===== src/hssl_cfg_pkg.sv =====
// configuration definitions
//   register address map for config packets
//   route and counter index types
//   reset values of the routing table
//   default table and channel sizes

`default_nettype none

package hssl_cfg_pkg;

  typedef logic [7:0] reg_addr_t;
  typedef logic [2:0] route_t;

  // single registers
  localparam reg_addr_t addr_reply_key = 8'h00;
  localparam reg_addr_t addr_mp_key    = 8'h01;

  // table bases, entry index added to the base
  localparam reg_addr_t addr_rt_key_base   = 8'h10;
  localparam reg_addr_t addr_rt_mask_base  = 8'h20;
  localparam reg_addr_t addr_rt_route_base = 8'h30;
  localparam reg_addr_t addr_mp_fmsk_base  = 8'h40;
  localparam reg_addr_t addr_mp_fsft_base  = 8'h48;

  // diagnostic counters
  typedef enum logic [1:0] {
    ctr_periph_out = 2'd0,
    ctr_config     = 2'd1,
    ctr_dropped    = 2'd2,
    ctr_routed     = 2'd3
  } ctr_idx_e;

  // key & 0 never equals all ones, so entries start disabled
  localparam logic [31:0] rt_key_reset  = 32'hffff_ffff;
  localparam logic [31:0] rt_mask_reset = 32'h0000_0000;

  localparam int num_channels_default = 8;
  localparam int num_rregs_default    = 16;
  localparam int num_mregs_default    = 4;

endpackage

`default_nettype wire


===== src/hssl_pkt_pkg.sv =====
// packet definitions shared by the event datapath
//   pkt_kind_e  packet kinds on the link
//   pkt_t       kind, routing key and payload
//   evt_t       raw event word from the sensor side

`default_nettype none

package hssl_pkt_pkg;

  // kind field of every packet
  typedef enum logic [1:0] {
    kind_data      = 2'd0,
    kind_cfg_write = 2'd1,
    kind_ctr_read  = 2'd2,
    kind_periph    = 2'd3
  } pkt_kind_e;

  // 66-bit packet, kind in the top bits
  typedef struct packed {
    pkt_kind_e   kind;
    logic [31:0] key;
    logic [31:0] payload;
  } pkt_t;

  typedef logic [31:0] evt_t;

endpackage

`default_nettype wire


===== src/route_cfg_if.sv =====
// mapper and routing-table registers
// from the register bank to the datapath
// modports for the bank, the mapper and the router

`default_nettype none

interface route_cfg_if
  import hssl_cfg_pkg::*;
#(
  parameter int num_rregs = num_rregs_default,
  parameter int num_mregs = num_mregs_default
);

  // event mapper
  logic [31:0] mp_key;
  logic [31:0] mp_fmsk [num_mregs];
  logic [4:0]  mp_fsft [num_mregs];

  // routing table
  logic [31:0] rt_key   [num_rregs];
  logic [31:0] rt_mask  [num_rregs];
  route_t      rt_route [num_rregs];

  modport bank (output mp_key, mp_fmsk, mp_fsft, rt_key, rt_mask, rt_route);
  modport mapper (input mp_key, mp_fmsk, mp_fsft);
  modport router (input rt_key, rt_mask, rt_route);

endinterface

`default_nettype wire


===== src/hssl_event_top.sv =====
// event-to-link top level
//   assembler, router, channel-0 merge
//   receiver and register bank
//   plain packet streams on the ports

`default_nettype none

module hssl_event_top
  import hssl_pkt_pkg::*;
  import hssl_cfg_pkg::*;
#(
  parameter int num_channels = num_channels_default,
  parameter int num_rregs    = num_rregs_default,
  parameter int num_mregs    = num_mregs_default
)
(
  input  logic                    pl_clk0_buf_int,
  input  logic                    arst_n,
  input  evt_t                    evt_data,
  input  logic                    evt_vld,
  output logic                    evt_rdy,
  output pkt_t                    tx_data [num_channels],
  output logic [num_channels-1:0] tx_vld,
  input  logic [num_channels-1:0] tx_rdy,
  input  pkt_t                    rx_data,
  input  logic                    rx_vld,
  output logic                    rx_rdy
);

  // assembler to router
  pkt_t asm_data;
  logic asm_vld;
  logic asm_rdy;

  // router channel outputs
  pkt_t                    rtr_data [num_channels];
  logic [num_channels-1:0] rtr_vld;
  logic [num_channels-1:0] rtr_rdy;

  // diagnostic replies
  pkt_t rep_data;
  logic rep_vld;
  logic rep_rdy;

  // register writes and counters
  logic        wr_en;
  reg_addr_t   wr_addr;
  logic [31:0] wr_data;
  logic        cnt_drop;
  logic        cnt_routed;
  logic        cnt_config;
  logic        cnt_periph;
  logic [31:0] ctr_value [ctr_periph_out:ctr_routed];
  logic [31:0] reply_key;

  route_cfg_if #(.num_rregs(num_rregs), .num_mregs(num_mregs)) cfg_if ();

  // ------------------------------------------------------------
  // transmit path
  // ------------------------------------------------------------
  pkt_assembler #(.num_mregs(num_mregs)) u_asm (
    .pl_clk0_buf_int (pl_clk0_buf_int),
    .arst_n          (arst_n),
    .cfg             (cfg_if),
    .evt_data        (evt_data),
    .evt_vld         (evt_vld),
    .evt_rdy         (evt_rdy),
    .pkt_data        (asm_data),
    .pkt_vld         (asm_vld),
    .pkt_rdy         (asm_rdy)
  );

  pkt_router #(.num_channels(num_channels), .num_rregs(num_rregs)) u_rtr (
    .pl_clk0_buf_int (pl_clk0_buf_int),
    .arst_n          (arst_n),
    .cfg             (cfg_if),
    .in_data         (asm_data),
    .in_vld          (asm_vld),
    .in_rdy          (asm_rdy),
    .out_data        (rtr_data),
    .out_vld         (rtr_vld),
    .out_rdy         (rtr_rdy),
    .cnt_drop        (cnt_drop),
    .cnt_routed      (cnt_routed)
  );

  // channel 0 shared with the replies
  rr_arbiter u_arb (
    .pl_clk0_buf_int (pl_clk0_buf_int),
    .arst_n          (arst_n),
    .in0_data        (rtr_data[0]),
    .in0_vld         (rtr_vld[0]),
    .in0_rdy         (rtr_rdy[0]),
    .in1_data        (rep_data),
    .in1_vld         (rep_vld),
    .in1_rdy         (rep_rdy),
    .out_data        (tx_data[0]),
    .out_vld         (tx_vld[0]),
    .out_rdy         (tx_rdy[0])
  );

  // remaining channels straight out
  for (genvar c = 1; c < num_channels; c++)
  begin : g_chan
    assign tx_data[c] = rtr_data[c];
    assign tx_vld[c]  = rtr_vld[c];
    assign rtr_rdy[c] = tx_rdy[c];
  end

  // ------------------------------------------------------------
  // receive path and registers
  // ------------------------------------------------------------
  pkt_receiver u_rx (
    .pl_clk0_buf_int (pl_clk0_buf_int),
    .arst_n          (arst_n),
    .rx_data         (rx_data),
    .rx_vld          (rx_vld),
    .rx_rdy          (rx_rdy),
    .reply_data      (rep_data),
    .reply_vld       (rep_vld),
    .reply_rdy       (rep_rdy),
    .wr_en           (wr_en),
    .wr_addr         (wr_addr),
    .wr_data         (wr_data),
    .ctr_value       (ctr_value),
    .reply_key       (reply_key),
    .cnt_config      (cnt_config),
    .cnt_periph      (cnt_periph)
  );

  hssl_reg_bank #(.num_rregs(num_rregs), .num_mregs(num_mregs)) u_bank (
    .pl_clk0_buf_int (pl_clk0_buf_int),
    .arst_n          (arst_n),
    .wr_en           (wr_en),
    .wr_addr         (wr_addr),
    .wr_data         (wr_data),
    .cnt_periph      (cnt_periph),
    .cnt_config      (cnt_config),
    .cnt_drop        (cnt_drop),
    .cnt_routed      (cnt_routed),
    .cfg             (cfg_if),
    .ctr_value       (ctr_value),
    .reply_key       (reply_key)
  );

endmodule

`default_nettype wire


===== src/hssl_reg_bank.sv =====
// register bank
//   reply key, mapper and routing-table registers
//   four wrapping packet counters

`default_nettype none

module hssl_reg_bank
  import hssl_cfg_pkg::*;
#(
  parameter int num_rregs = num_rregs_default,
  parameter int num_mregs = num_mregs_default
)
(
  input  logic        pl_clk0_buf_int,
  input  logic        arst_n,
  input  logic        wr_en,
  input  reg_addr_t   wr_addr,
  input  logic [31:0] wr_data,
  input  logic        cnt_periph,
  input  logic        cnt_config,
  input  logic        cnt_drop,
  input  logic        cnt_routed,
  route_cfg_if.bank   cfg,
  output logic [31:0] ctr_value [ctr_periph_out:ctr_routed],
  output logic [31:0] reply_key
);

  logic [ctr_routed:ctr_periph_out] ctr_inc;

  // ------------------------------------------------------------
  // configuration registers
  // ------------------------------------------------------------
  always_ff @(posedge pl_clk0_buf_int or negedge arst_n)
  begin
    if (!arst_n)
    begin
      reply_key  <= '0;
      cfg.mp_key <= '0;
      for (int i = 0; i < num_rregs; i++)
      begin
        cfg.rt_key[i]   <= rt_key_reset;
        cfg.rt_mask[i]  <= rt_mask_reset;
        cfg.rt_route[i] <= '0;
      end
      for (int i = 0; i < num_mregs; i++)
      begin
        cfg.mp_fmsk[i] <= '0;
        cfg.mp_fsft[i] <= '0;
      end
    end
    else if (wr_en)
    begin
      if (wr_addr == addr_reply_key)
        reply_key <= wr_data;
      if (wr_addr == addr_mp_key)
        cfg.mp_key <= wr_data;
      // table entries at base + index
      for (int i = 0; i < num_rregs; i++)
      begin
        if (wr_addr == addr_rt_key_base + reg_addr_t'(i))
          cfg.rt_key[i] <= wr_data;
        if (wr_addr == addr_rt_mask_base + reg_addr_t'(i))
          cfg.rt_mask[i] <= wr_data;
        if (wr_addr == addr_rt_route_base + reg_addr_t'(i))
          cfg.rt_route[i] <= wr_data[2:0];
      end
      for (int i = 0; i < num_mregs; i++)
      begin
        if (wr_addr == addr_mp_fmsk_base + reg_addr_t'(i))
          cfg.mp_fmsk[i] <= wr_data;
        if (wr_addr == addr_mp_fsft_base + reg_addr_t'(i))
          cfg.mp_fsft[i] <= wr_data[4:0];
      end
    end
  end

  // ------------------------------------------------------------
  // packet counters
  // ------------------------------------------------------------
  assign ctr_inc[ctr_periph_out] = cnt_periph;
  assign ctr_inc[ctr_config]     = cnt_config;
  assign ctr_inc[ctr_dropped]    = cnt_drop;
  assign ctr_inc[ctr_routed]     = cnt_routed;

  // free-running, wrap at 2^32
  always_ff @(posedge pl_clk0_buf_int or negedge arst_n)
  begin
    if (!arst_n)
    begin
      for (int i = 0; i < 4; i++)
        ctr_value[i] <= '0;
    end
    else
    begin
      for (int i = 0; i < 4; i++)
      begin
        if (ctr_inc[i])
          ctr_value[i] <= ctr_value[i] + 32'd1;
      end
    end
  end

endmodule

`default_nettype wire


===== src/pkt_assembler.sv =====
// event to packet assembler
//   key built from masked, shifted event fields
//   one output register towards the router

`default_nettype none

module pkt_assembler
  import hssl_pkt_pkg::*;
  import hssl_cfg_pkg::*;
#(
  parameter int num_mregs = num_mregs_default
)
(
  input  logic              pl_clk0_buf_int,
  input  logic              arst_n,
  route_cfg_if.mapper       cfg,
  input  evt_t              evt_data,
  input  logic              evt_vld,
  output logic              evt_rdy,
  output pkt_t              pkt_data,
  output logic              pkt_vld,
  input  logic              pkt_rdy
);

  logic [31:0] key_c;

  // base key plus every field
  always_comb
  begin
    key_c = cfg.mp_key;
    for (int i = 0; i < num_mregs; i++)
    begin
      key_c = key_c | ((evt_data & cfg.mp_fmsk[i]) >> cfg.mp_fsft[i]);
    end
  end

  // register empty or draining
  assign evt_rdy = !pkt_vld || pkt_rdy;

  always_ff @(posedge pl_clk0_buf_int or negedge arst_n)
  begin
    if (!arst_n)
      pkt_vld <= 1'b0;
    else if (evt_rdy)
      pkt_vld <= evt_vld;
  end

  // data packet, payload unused
  always_ff @(posedge pl_clk0_buf_int)
  begin
    if (evt_vld && evt_rdy)
    begin
      pkt_data.kind    <= kind_data;
      pkt_data.key     <= key_c;
      pkt_data.payload <= '0;
    end
  end

endmodule

`default_nettype wire


===== src/pkt_receiver.sv =====
// received packet decoder
//   config writes to the register bank
//   counter reads answered with a reply packet
//   peripheral packets counted and discarded

`default_nettype none

module pkt_receiver
  import hssl_pkt_pkg::*;
  import hssl_cfg_pkg::*;
(
  input  logic        pl_clk0_buf_int,
  input  logic        arst_n,
  input  pkt_t        rx_data,
  input  logic        rx_vld,
  output logic        rx_rdy,
  output pkt_t        reply_data,
  output logic        reply_vld,
  input  logic        reply_rdy,
  output logic        wr_en,
  output reg_addr_t   wr_addr,
  output logic [31:0] wr_data,
  input  logic [31:0] ctr_value [ctr_periph_out:ctr_routed],
  input  logic [31:0] reply_key,
  output logic        cnt_config,
  output logic        cnt_periph
);

  logic accept;
  logic is_write;
  logic is_read;
  logic is_periph;

  // hold the link while a reply is pending
  assign rx_rdy = !reply_vld || reply_rdy;
  assign accept = rx_vld && rx_rdy;

  // kind decode, kind_data falls through and is discarded
  assign is_write  = accept && (rx_data.kind == kind_cfg_write);
  assign is_read   = accept && (rx_data.kind == kind_ctr_read);
  assign is_periph = accept && (rx_data.kind == kind_periph);

  always_ff @(posedge pl_clk0_buf_int or negedge arst_n)
  begin
    if (!arst_n)
    begin
      wr_en      <= 1'b0;
      reply_vld  <= 1'b0;
      cnt_config <= 1'b0;
      cnt_periph <= 1'b0;
    end
    else
    begin
      wr_en      <= is_write;
      cnt_config <= is_write;
      cnt_periph <= is_periph;
      if (rx_rdy)
        reply_vld <= is_read;
    end
  end

  // write address from the key's low byte
  always_ff @(posedge pl_clk0_buf_int)
  begin
    if (is_write)
    begin
      wr_addr <= rx_data.key[7:0];
      wr_data <= rx_data.payload;
    end
    if (is_read)
    begin
      reply_data.kind    <= kind_data;
      reply_data.key     <= reply_key;
      reply_data.payload <= ctr_value[ctr_idx_e'(rx_data.key[1:0])];
    end
  end

endmodule

`default_nettype wire


===== src/pkt_router.sv =====
// key/mask packet router
//   lowest matching entry picks the channel
//   unmatched packets dropped and counted
//   one output register per channel

`default_nettype none

module pkt_router
  import hssl_pkt_pkg::*;
  import hssl_cfg_pkg::*;
#(
  parameter int num_channels = num_channels_default,
  parameter int num_rregs    = num_rregs_default
)
(
  input  logic                    pl_clk0_buf_int,
  input  logic                    arst_n,
  route_cfg_if.router             cfg,
  input  pkt_t                    in_data,
  input  logic                    in_vld,
  output logic                    in_rdy,
  output pkt_t                    out_data [num_channels],
  output logic [num_channels-1:0] out_vld,
  input  logic [num_channels-1:0] out_rdy,
  output logic                    cnt_drop,
  output logic                    cnt_routed
);

  logic                    hit;
  route_t                  sel;
  logic [num_channels-1:0] free;
  logic                    accept;

  // ------------------------------------------------------------
  // table lookup
  // ------------------------------------------------------------
  // scan downwards so the lowest index is left in sel
  always_comb
  begin
    hit = 1'b0;
    sel = '0;
    for (int i = num_rregs - 1; i >= 0; i--)
    begin
      if ((in_data.key & cfg.rt_mask[i]) == cfg.rt_key[i])
      begin
        hit = 1'b1;
        sel = cfg.rt_route[i];
      end
    end
  end

  // channel register empty or draining
  assign free = ~out_vld | out_rdy;

  // drops never wait, matches wait for their channel
  assign in_rdy = !hit || free[sel];
  assign accept = in_vld && in_rdy;

  // ------------------------------------------------------------
  // channel registers
  // ------------------------------------------------------------
  always_ff @(posedge pl_clk0_buf_int or negedge arst_n)
  begin
    if (!arst_n)
    begin
      out_vld    <= '0;
      cnt_drop   <= 1'b0;
      cnt_routed <= 1'b0;
    end
    else
    begin
      for (int c = 0; c < num_channels; c++)
      begin
        if (free[c])
          out_vld[c] <= accept && hit && (sel == c);
      end
      // counter pulses
      cnt_drop   <= accept && !hit;
      cnt_routed <= accept && hit;
    end
  end

  always_ff @(posedge pl_clk0_buf_int)
  begin
    for (int c = 0; c < num_channels; c++)
    begin
      if (free[c] && accept && hit && (sel == c))
        out_data[c] <= in_data;
    end
  end

endmodule

`default_nettype wire


===== src/rr_arbiter.sv =====
// two-input round-robin packet merge
//   priority flips after a grant with both inputs waiting
//   one output register

`default_nettype none

module rr_arbiter
  import hssl_pkt_pkg::*;
(
  input  logic pl_clk0_buf_int,
  input  logic arst_n,
  input  pkt_t in0_data,
  input  logic in0_vld,
  output logic in0_rdy,
  input  pkt_t in1_data,
  input  logic in1_vld,
  output logic in1_rdy,
  output pkt_t out_data,
  output logic out_vld,
  input  logic out_rdy
);

  // 0 favours in0, 1 favours in1
  logic pri;
  logic free;

  assign free = !out_vld || out_rdy;

  // an input is held off only when the other one has priority and waits
  assign in0_rdy = free && !(pri && in1_vld);
  assign in1_rdy = free && !(!pri && in0_vld);

  always_ff @(posedge pl_clk0_buf_int or negedge arst_n)
  begin
    if (!arst_n)
    begin
      out_vld <= 1'b0;
      pri     <= 1'b0;
    end
    else if (free)
    begin
      out_vld <= (in0_vld && in0_rdy) || (in1_vld && in1_rdy);
      // contention, hand priority over
      if (in0_vld && in1_vld)
        pri <= !pri;
    end
  end

  always_ff @(posedge pl_clk0_buf_int)
  begin
    if (in1_vld && in1_rdy)
      out_data <= in1_data;
    else if (in0_vld && in0_rdy)
      out_data <= in0_data;
  end

endmodule

`default_nettype wire


===== config.mk =====
export PLATFORM = sky130hd
export DESIGN_NAME = hssl_event_top
export DESIGN_NICKNAME = d
export VERILOG_FILES = /design/src/hssl_cfg_pkg.sv /design/src/hssl_pkt_pkg.sv /design/src/route_cfg_if.sv /design/src/hssl_event_top.sv /design/src/hssl_reg_bank.sv /design/src/pkt_assembler.sv /design/src/pkt_receiver.sv /design/src/pkt_router.sv /design/src/rr_arbiter.sv
export SDC_FILE = /design/constraint.sdc
export NUM_CORES = 2
export LEC_CHECK = 0
export ABC_AREA = 0
export BUFFER_PORTS_ARGS = -buffer_cell sky130_fd_sc_hd__buf_2
export CAP_MARGIN = 20
export CORE_MARGIN = 2
export CORE_UTILIZATION = 30
export DETAILED_ROUTE_END_ITERATION = 12
export SLEW_MARGIN = 15
export SYNTH_ARGS = -nofsm -noshare
export SYNTH_HDL_FRONTEND = slang
export SYNTH_HIERARCHICAL = 1
export SYNTH_SLANG_ARGS = --single-unit

===== constraint.sdc =====
create_clock -name pl_clk0_buf_int -period 11.7 [get_ports pl_clk0_buf_int]
set_clock_uncertainty 0.15 [all_clocks]
set_input_delay 0 -clock pl_clk0_buf_int [delete_from_list [all_inputs] [get_ports pl_clk0_buf_int]]
set_output_delay 0 -clock pl_clk0_buf_int [all_outputs]
set_load 0.005 [all_outputs]

# Word-level counts from Yosys, hierarchy flattened
# Index checks and enable logic that the tools add are counted.
[classes] add_sub_neg=4 mul=0 div=0 n_lt_le_gt_ge=2 eq_ne=83 shifts=4 muxes=39 n_bitwise=27 reduce_logical=121
[op_table] op="32-bit bitwise AND" n=20
[op_table] op="32-bit == test" n=16
[op_table] op="8-bit by 6-bit == test with 1-bit output, second input constant" n=32
[op_table] op="32-bit by 1-bit adder with 32-bit output, second input constant" n=4
[op_table] op="8-bit by 5-bit == test with 1-bit output, second input constant" n=16
[op_table] op="32-bit OR" n=4
[op_table] op="32-bit by 5-bit >> shifter with 32-bit output" n=4
[op_table] op="2-bit AND reduction" n=59
[op_table] op="66-bit 2-to-1 mux" n=1
[op_table] op="32-bit binary-select mux with 2-bit select" n=1
[op_table] op="8-bit by 7-bit == test with 1-bit output, second input constant" n=8
[op_table] op="32-bit 2-to-1 mux" n=2
[op_table] op="64-bit 2-to-1 mux" n=1
[op_table] op="3-bit 2-to-1 mux" n=16
[op_table] op="1-bit logical AND" n=47
[op_table] op="1-bit 2-to-1 mux" n=17
[op_table] op="3-bit == test, second input constant" n=4
[op_table] op="8-bit by 1-bit == test with 1-bit output, second input constant" n=1
[op_table] op="8-bit logical NOT" n=1
[op_table] op="8-bit inverter" n=1
[op_table] op="8-bit OR" n=1
[op_table] op="1-bit logical NOT" n=7
[op_table] op="3-bit by 2-bit == test with 1-bit output, second input constant" n=2
[op_table] op="1-bit logical OR" n=5
[op_table] op="9 further kinds" n=10
[word_totals] reg_bits=1886 latchBits=0 ramBits=0 mem_bits_ro=0 output_inout_bits=538 n_memories=0

# Depth between registers and ports, before layout
[depth] depth_word=25 ltp_mapped=16 mapped_depth_nobuf=14

# Hierarchy
# The synthesis kept the hierarchy.
[modules_own_cells] mod="hssl_reg_bank" instances=1 cells_per_inst=3399 area_per_inst_um2=54451.0 seq_area_each_um2=35974.5
[modules_own_cells] mod="pkt_router" instances=1 cells_per_inst=2165 area_per_inst_um2=27204.8 seq_area_each_um2=16105.4
[modules_own_cells] mod="pkt_assembler" instances=1 cells_per_inst=1476 area_per_inst_um2=10879.2 seq_area_each_um2=985.9
[modules_own_cells] mod="pkt_receiver" instances=1 cells_per_inst=158 area_per_inst_um2=4080.2 seq_area_each_um2=3198.1
[modules_own_cells] mod="rr_arbiter" instances=1 cells_per_inst=152 area_per_inst_um2=3056.7 seq_area_each_um2=2031.9

# Worst setup path before layout
# No wires, ideal clock.
[synth_path] kind="flip-flop to flip-flop" from="reg u_asm/pkt_data[52] (netlist name)" to="reg, netlist name u_rtr/out_data[264]" setup_time_ps=676 arrival_ps=9407 setup_slack_ps=1467 path_stages_with_launch=13 period_less_slack_ps=10233 cell_sequence="edfxtp_1 buf_4 buf_4 and3b_1 a211oi_1 nand4_1 nor4_2 nand2_1 o211a_1 o211a_2 o21ai_2 nand2_2 nor4b_1"
[synth_rtl] element="start, declared" line_no="pkt_assembler.sv:20" source="output pkt_t pkt_data,"

# Final worst setup path
[layout_path] from="reg u_asm/pkt_data[56] (netlist name)" to="reg u_rtr/out_data[436] (netlist name), enable pin"
[layout_between] elab_chain_cells=25 word_cells_on_any_way=73 cone_classes="eq/ne (17); mux (34); bitwise (16); reduce/logical (6)"
[layout_lines] element="32-bit bitwise AND" line_no="pkt_router.sv:44" source="if ((in_data.key & cfg.rt_mask[i]) == cfg.rt_key[i])"
[layout_lines] element="32-bit == test" line_no="pkt_router.sv:44"
[layout_lines] element="3-bit 2-to-1 mux (16 in series)" line_no="pkt_router.sv:44"
[layout_lines] element="1-bit binary-select mux with 3-bit select" line_no="pkt_router.sv:56" source="assign in_rdy = !hit || free[sel];"
[layout_lines] element="1-bit 2-to-1 mux (implied by the code)" line_no="pkt_router.sv:56"
[layout_lines] element="1-bit logical OR" line_no="pkt_router.sv:56"
[layout_lines] element="1-bit logical AND" line_no="pkt_router.sv:57" source="assign accept = in_vld && in_rdy;"
[layout_lines] element="1-bit logical AND (2 in series)" line_no="pkt_router.sv:87" source="if (free[c] && accept && hit && (sel == c))"
[layout_lines] element="1-bit logical AND (*)" line_no="pkt_router.sv:87"
[layout_lines] element="end signal, assigned by index" line_no="pkt_router.sv:88" source="out_data[c] <= in_data;"
[layout_lines] element="end, declared" line_no="pkt_router.sv:22" source="output pkt_t out_data [num_channels],"
# Every way passes the cells marked *; elsewhere a longest branch is shown, timed or not. The select of a mux whose other input is x is not followed.
# A chain may end at the register's enable or synchronous reset.

==> out/qor.txt <==
clk root buf: clkbuf_16
gpl congestion: 0.9589
IO Pins: 648
met3 Usage GRT: 0.03584
cts bufs inserted: 229
WL per Instance: 28.71 um
RSZ-0062 raised after global routing: false
worst hold path depth: 6
Port Buffers: 623
register-to-register setup slack: 4850 ps
Post-Synthesis Cells: 7350
Min-Delay Path Class: in2reg
Fmax: 146.0 MHz
first-pass GRT wire length: 505900 um
Iter 0 DRT Violations: 7277
Post-synth EDFFs: 730
antenna violations before repair: 59
setup bufs post-CTS: 0
Crit path top cell by count: buf_4
sequential area share after synthesis: 0.5849
PD cells: 163.9 mW/mm^2
element type at the critical path start: flip-flop
worst-path maximum fanout: 46
synthesized area: 0.09967 mm^2
Hold Slack: 139.6 ps
drt total wl: 360400 um
met2 Use GR: 0.3386
vias per cell: 5.511
ratio of cells with drive above 1 in the final layout: 0.3901
CTS max path bufs: 4
Top Usage Layer GRT: met2
Hold Crit Start: evt_data[16]
initial core utilization: 0.3015
RR Startpoint: u_asm/pkt_data[56]$_DFFE_PP_
Non-Filler Instances: 12560
WP data required: 12090 ps
P_leak: 49.47 nW
Yosys Warn Count: 6
maximum capacitance violations: 0
vias in the first global route: 67580
worst slew pin tran: 1258 ps
Worst-Skew Late Latency: 960 ps
FF-to-FF End: u_rtr/out_data[436]$_DFFE_PP_
Fillers: 31830
post-route clock period utilization: 0.5855
met1 usage: 0.2706
Tmin final: 6850 ps
Antenna Nets Post-Route: 0
ys flop type: dfrtp_1
CP max-delay cell: edfxtp_1
H-tree level count: 4
Pre-Repair DR Iteration Count: 6
placed insts: 11970
fin nets: 8069
core area: 0.3305 mm^2
crit path capture type: flip-flop
VDD IR max: 186.8 uV
CP peak stage delay: 910 ps
row count: 211
clk slew on worst S/H paths: 60 ps
area delta synth->final: 16.48%
Die ar.: 0.3369 mm^2
Crit Path Class: reg2reg
count of final setup violators: 0
relative slew slack: 0.1612
total grt overflow: 0
Async SR Flop Fraction: 0.6617
Netlist cell types: 111
Final Hold Fails: 0
CTS tree: yes
clock sink count: 2158
Syn Area/Cell: 13.56 um^2
Total GRT Usage: 0.2067
status: complete, no violations
die width: 580.4 um
DR DRC count: 0
max-slew violations: 0
Cell Chain, Critical Path: buf_4, nand3_1, a211oi_1, nand4_1, nor4_2, nor2b_1, o31ai_1, o211ai_1, a21oi_1, a21o_2, o41ai_1, a211oi_2, nor2_4, buf_4
post-synthesis register bit count: 2158
Vert. Die Dim: 580.4 um
Min-Delay Endpoint: u_asm/pkt_data[44]$_DFFE_PP_
hpwl dp: 226000 um
routed via count: 69190
critical path arrival: 7240 ps
worst r2r path cells: 14
largest net degree at the start of global routing: 155
setup TNS: 0 ps
[registers in the layout, indices dropped and copies added, names as in the netlist, 20 cells and up]
signal               cells
u_arb/out_data          66
u_asm/pkt_data          32
u_bank/cfg.mp_fmsk     128
u_bank/cfg.mp_fsft      20
u_bank/cfg.mp_key       32
u_bank/cfg.rt_key      512
u_bank/cfg.rt_mask     512
u_bank/cfg.rt_route     48
u_bank/ctr_value       128
u_bank/reply_key        32
u_rtr/out_data         528
u_rx/reply_data         64
u_rx/wr_data            32
[worst max-delay path, delay by kind of cell (launching register included)]
family,cells,cell delay (ps)
AOI/OAI and AO/OA,7,1730
buffers and inverters,2,1410
DFF,1,910
and+or+nand+nor,5,2060
[Yosys cell counts, drive strengths merged, types with 143 or more instances]
master	number	area share
buf	347	0.021
nand2	265	0.010
edfxtp	730	0.22
nor2	143	0.0057
and3	282	0.018
a21oi	291	0.015
nand4	214	0.013
a211oi	148	0.011
nand3	257	0.013
dfstp	512	0.13
dfrtp	916	0.23
mux2	1370	0.16
clkbuf	224	0.0085
[report_power, final]
part	total [mW]	internal, mW	switching, mW
registers	8.82	8.53	0.282
logic	2.61	0.669	1.95
clock network	7.59	4.41	3.18
total	19.0	13.6	5.41
[per-stage QoR]
stage                 util  area (um^2)  worst slack, ps  total power [mW]
finish              0.3512       116100             4850             19.02
CTS                 0.3507       115900             4873             19.16
global placement    0.3235       106900             4900             11.45
floorplan                -        99800             1467             10.01
global route        0.3510       116000             4596             19.62
detailed placement  0.3235       106900             4834             11.51
[timing repair]
action / CTS / global route
gates resized for setup: 0 / 0
hold buffers: 113 / 0
endpoints found under the hold margin: 730 / 0
[routing by layer]
metal	wire length, um	vias to the layer above
met5	41	-
met4	14350	6
met3	28110	641
met2	171100	3342
met1	146800	36080
li1	-	29120
[cell families (layout without fill, tap and decap cells)]
family                   after synthesis  count (layout)  share of synthesized area
AO/OA/AOI/OAI                       1146            1146                    0.08059
XOR/XNOR                             125             125                    0.01098
adder cells (fa/ha/maj)                4               4                  0.0005021
buffers and inverters                617            1387                    0.03151
flip-flops                          2158            2158                     0.5849
multiplexers                        1507            1507                     0.1785
other                                  2              71                 0.00007535
AND/OR/NAND/NOR                     1791            1791                     0.1129
[how the worst max path moves through the flow]
stage                                  from                       endpoint  cells after the start
5_1_grt        u_asm/pkt_data[56]$_DFFE_PP_  u_rtr/out_data[457]$_DFFE_PP_                     14
6_report       u_asm/pkt_data[56]$_DFFE_PP_  u_rtr/out_data[436]$_DFFE_PP_                     14
3_5_place_dp   u_asm/pkt_data[48]$_DFFE_PP_  u_rtr/out_data[424]$_DFFE_PP_                     14
2_1_floorplan  u_asm/pkt_data[52]$_DFFE_PP_  u_rtr/out_data[264]$_DFFE_PP_                     12
4_1_cts        u_asm/pkt_data[56]$_DFFE_PP_  u_rtr/out_data[429]$_DFFE_PP_                     14
3_3_place_gp   u_asm/pkt_data[56]$_DFFE_PP_  u_rtr/out_data[489]$_DFFE_PP_                     14
[area by class of cell]
cell class | count | area (um^2) | area share
Timing Repair Buffer | 911 | 5708 | 0.04917
Tap cell | 4366 | 5463 | 0.04705
Clock inverter | 123 | 1486 | 0.01280
Sequential cell | 2158 | 58310 | 0.5022
Inverter | 46 | 176.4 | 0.001520
Multi-Input combinational cell | 4609 | 38500 | 0.3316
Clock buffer | 307 | 6367 | 0.05485
Antenna cell | 35 | 87.58 | 0.0007544
[cells in the final DEF, fill, tap and decap left out, drive strengths merged, types with 26 or more instances in the layout]
cell and n:
a211oi 148, a21boi 130, a21o 132, a21oi 291, and2 45, and3 282
and3b 131, and4 44, buf 798, bufinv 26, clkbuf 308, clkinv 75
conb 36, dfrtp 916, dfstp 512, diode 35, dlygate4sd3 112, edfxtp 730
inv 56, mux2 1370, mux2i 70, mux4 67, nand2 265, nand2b 42
nand3 257, nand4 214, nand4b 127, nand4bb 52, nor2 143, nor3 49
nor4 35, o211ai 39, o21ai 71, o22a 134, o22ai 60, xnor2 88
xor2 37
Note: power is estimated with default switching activity, not from simulation.
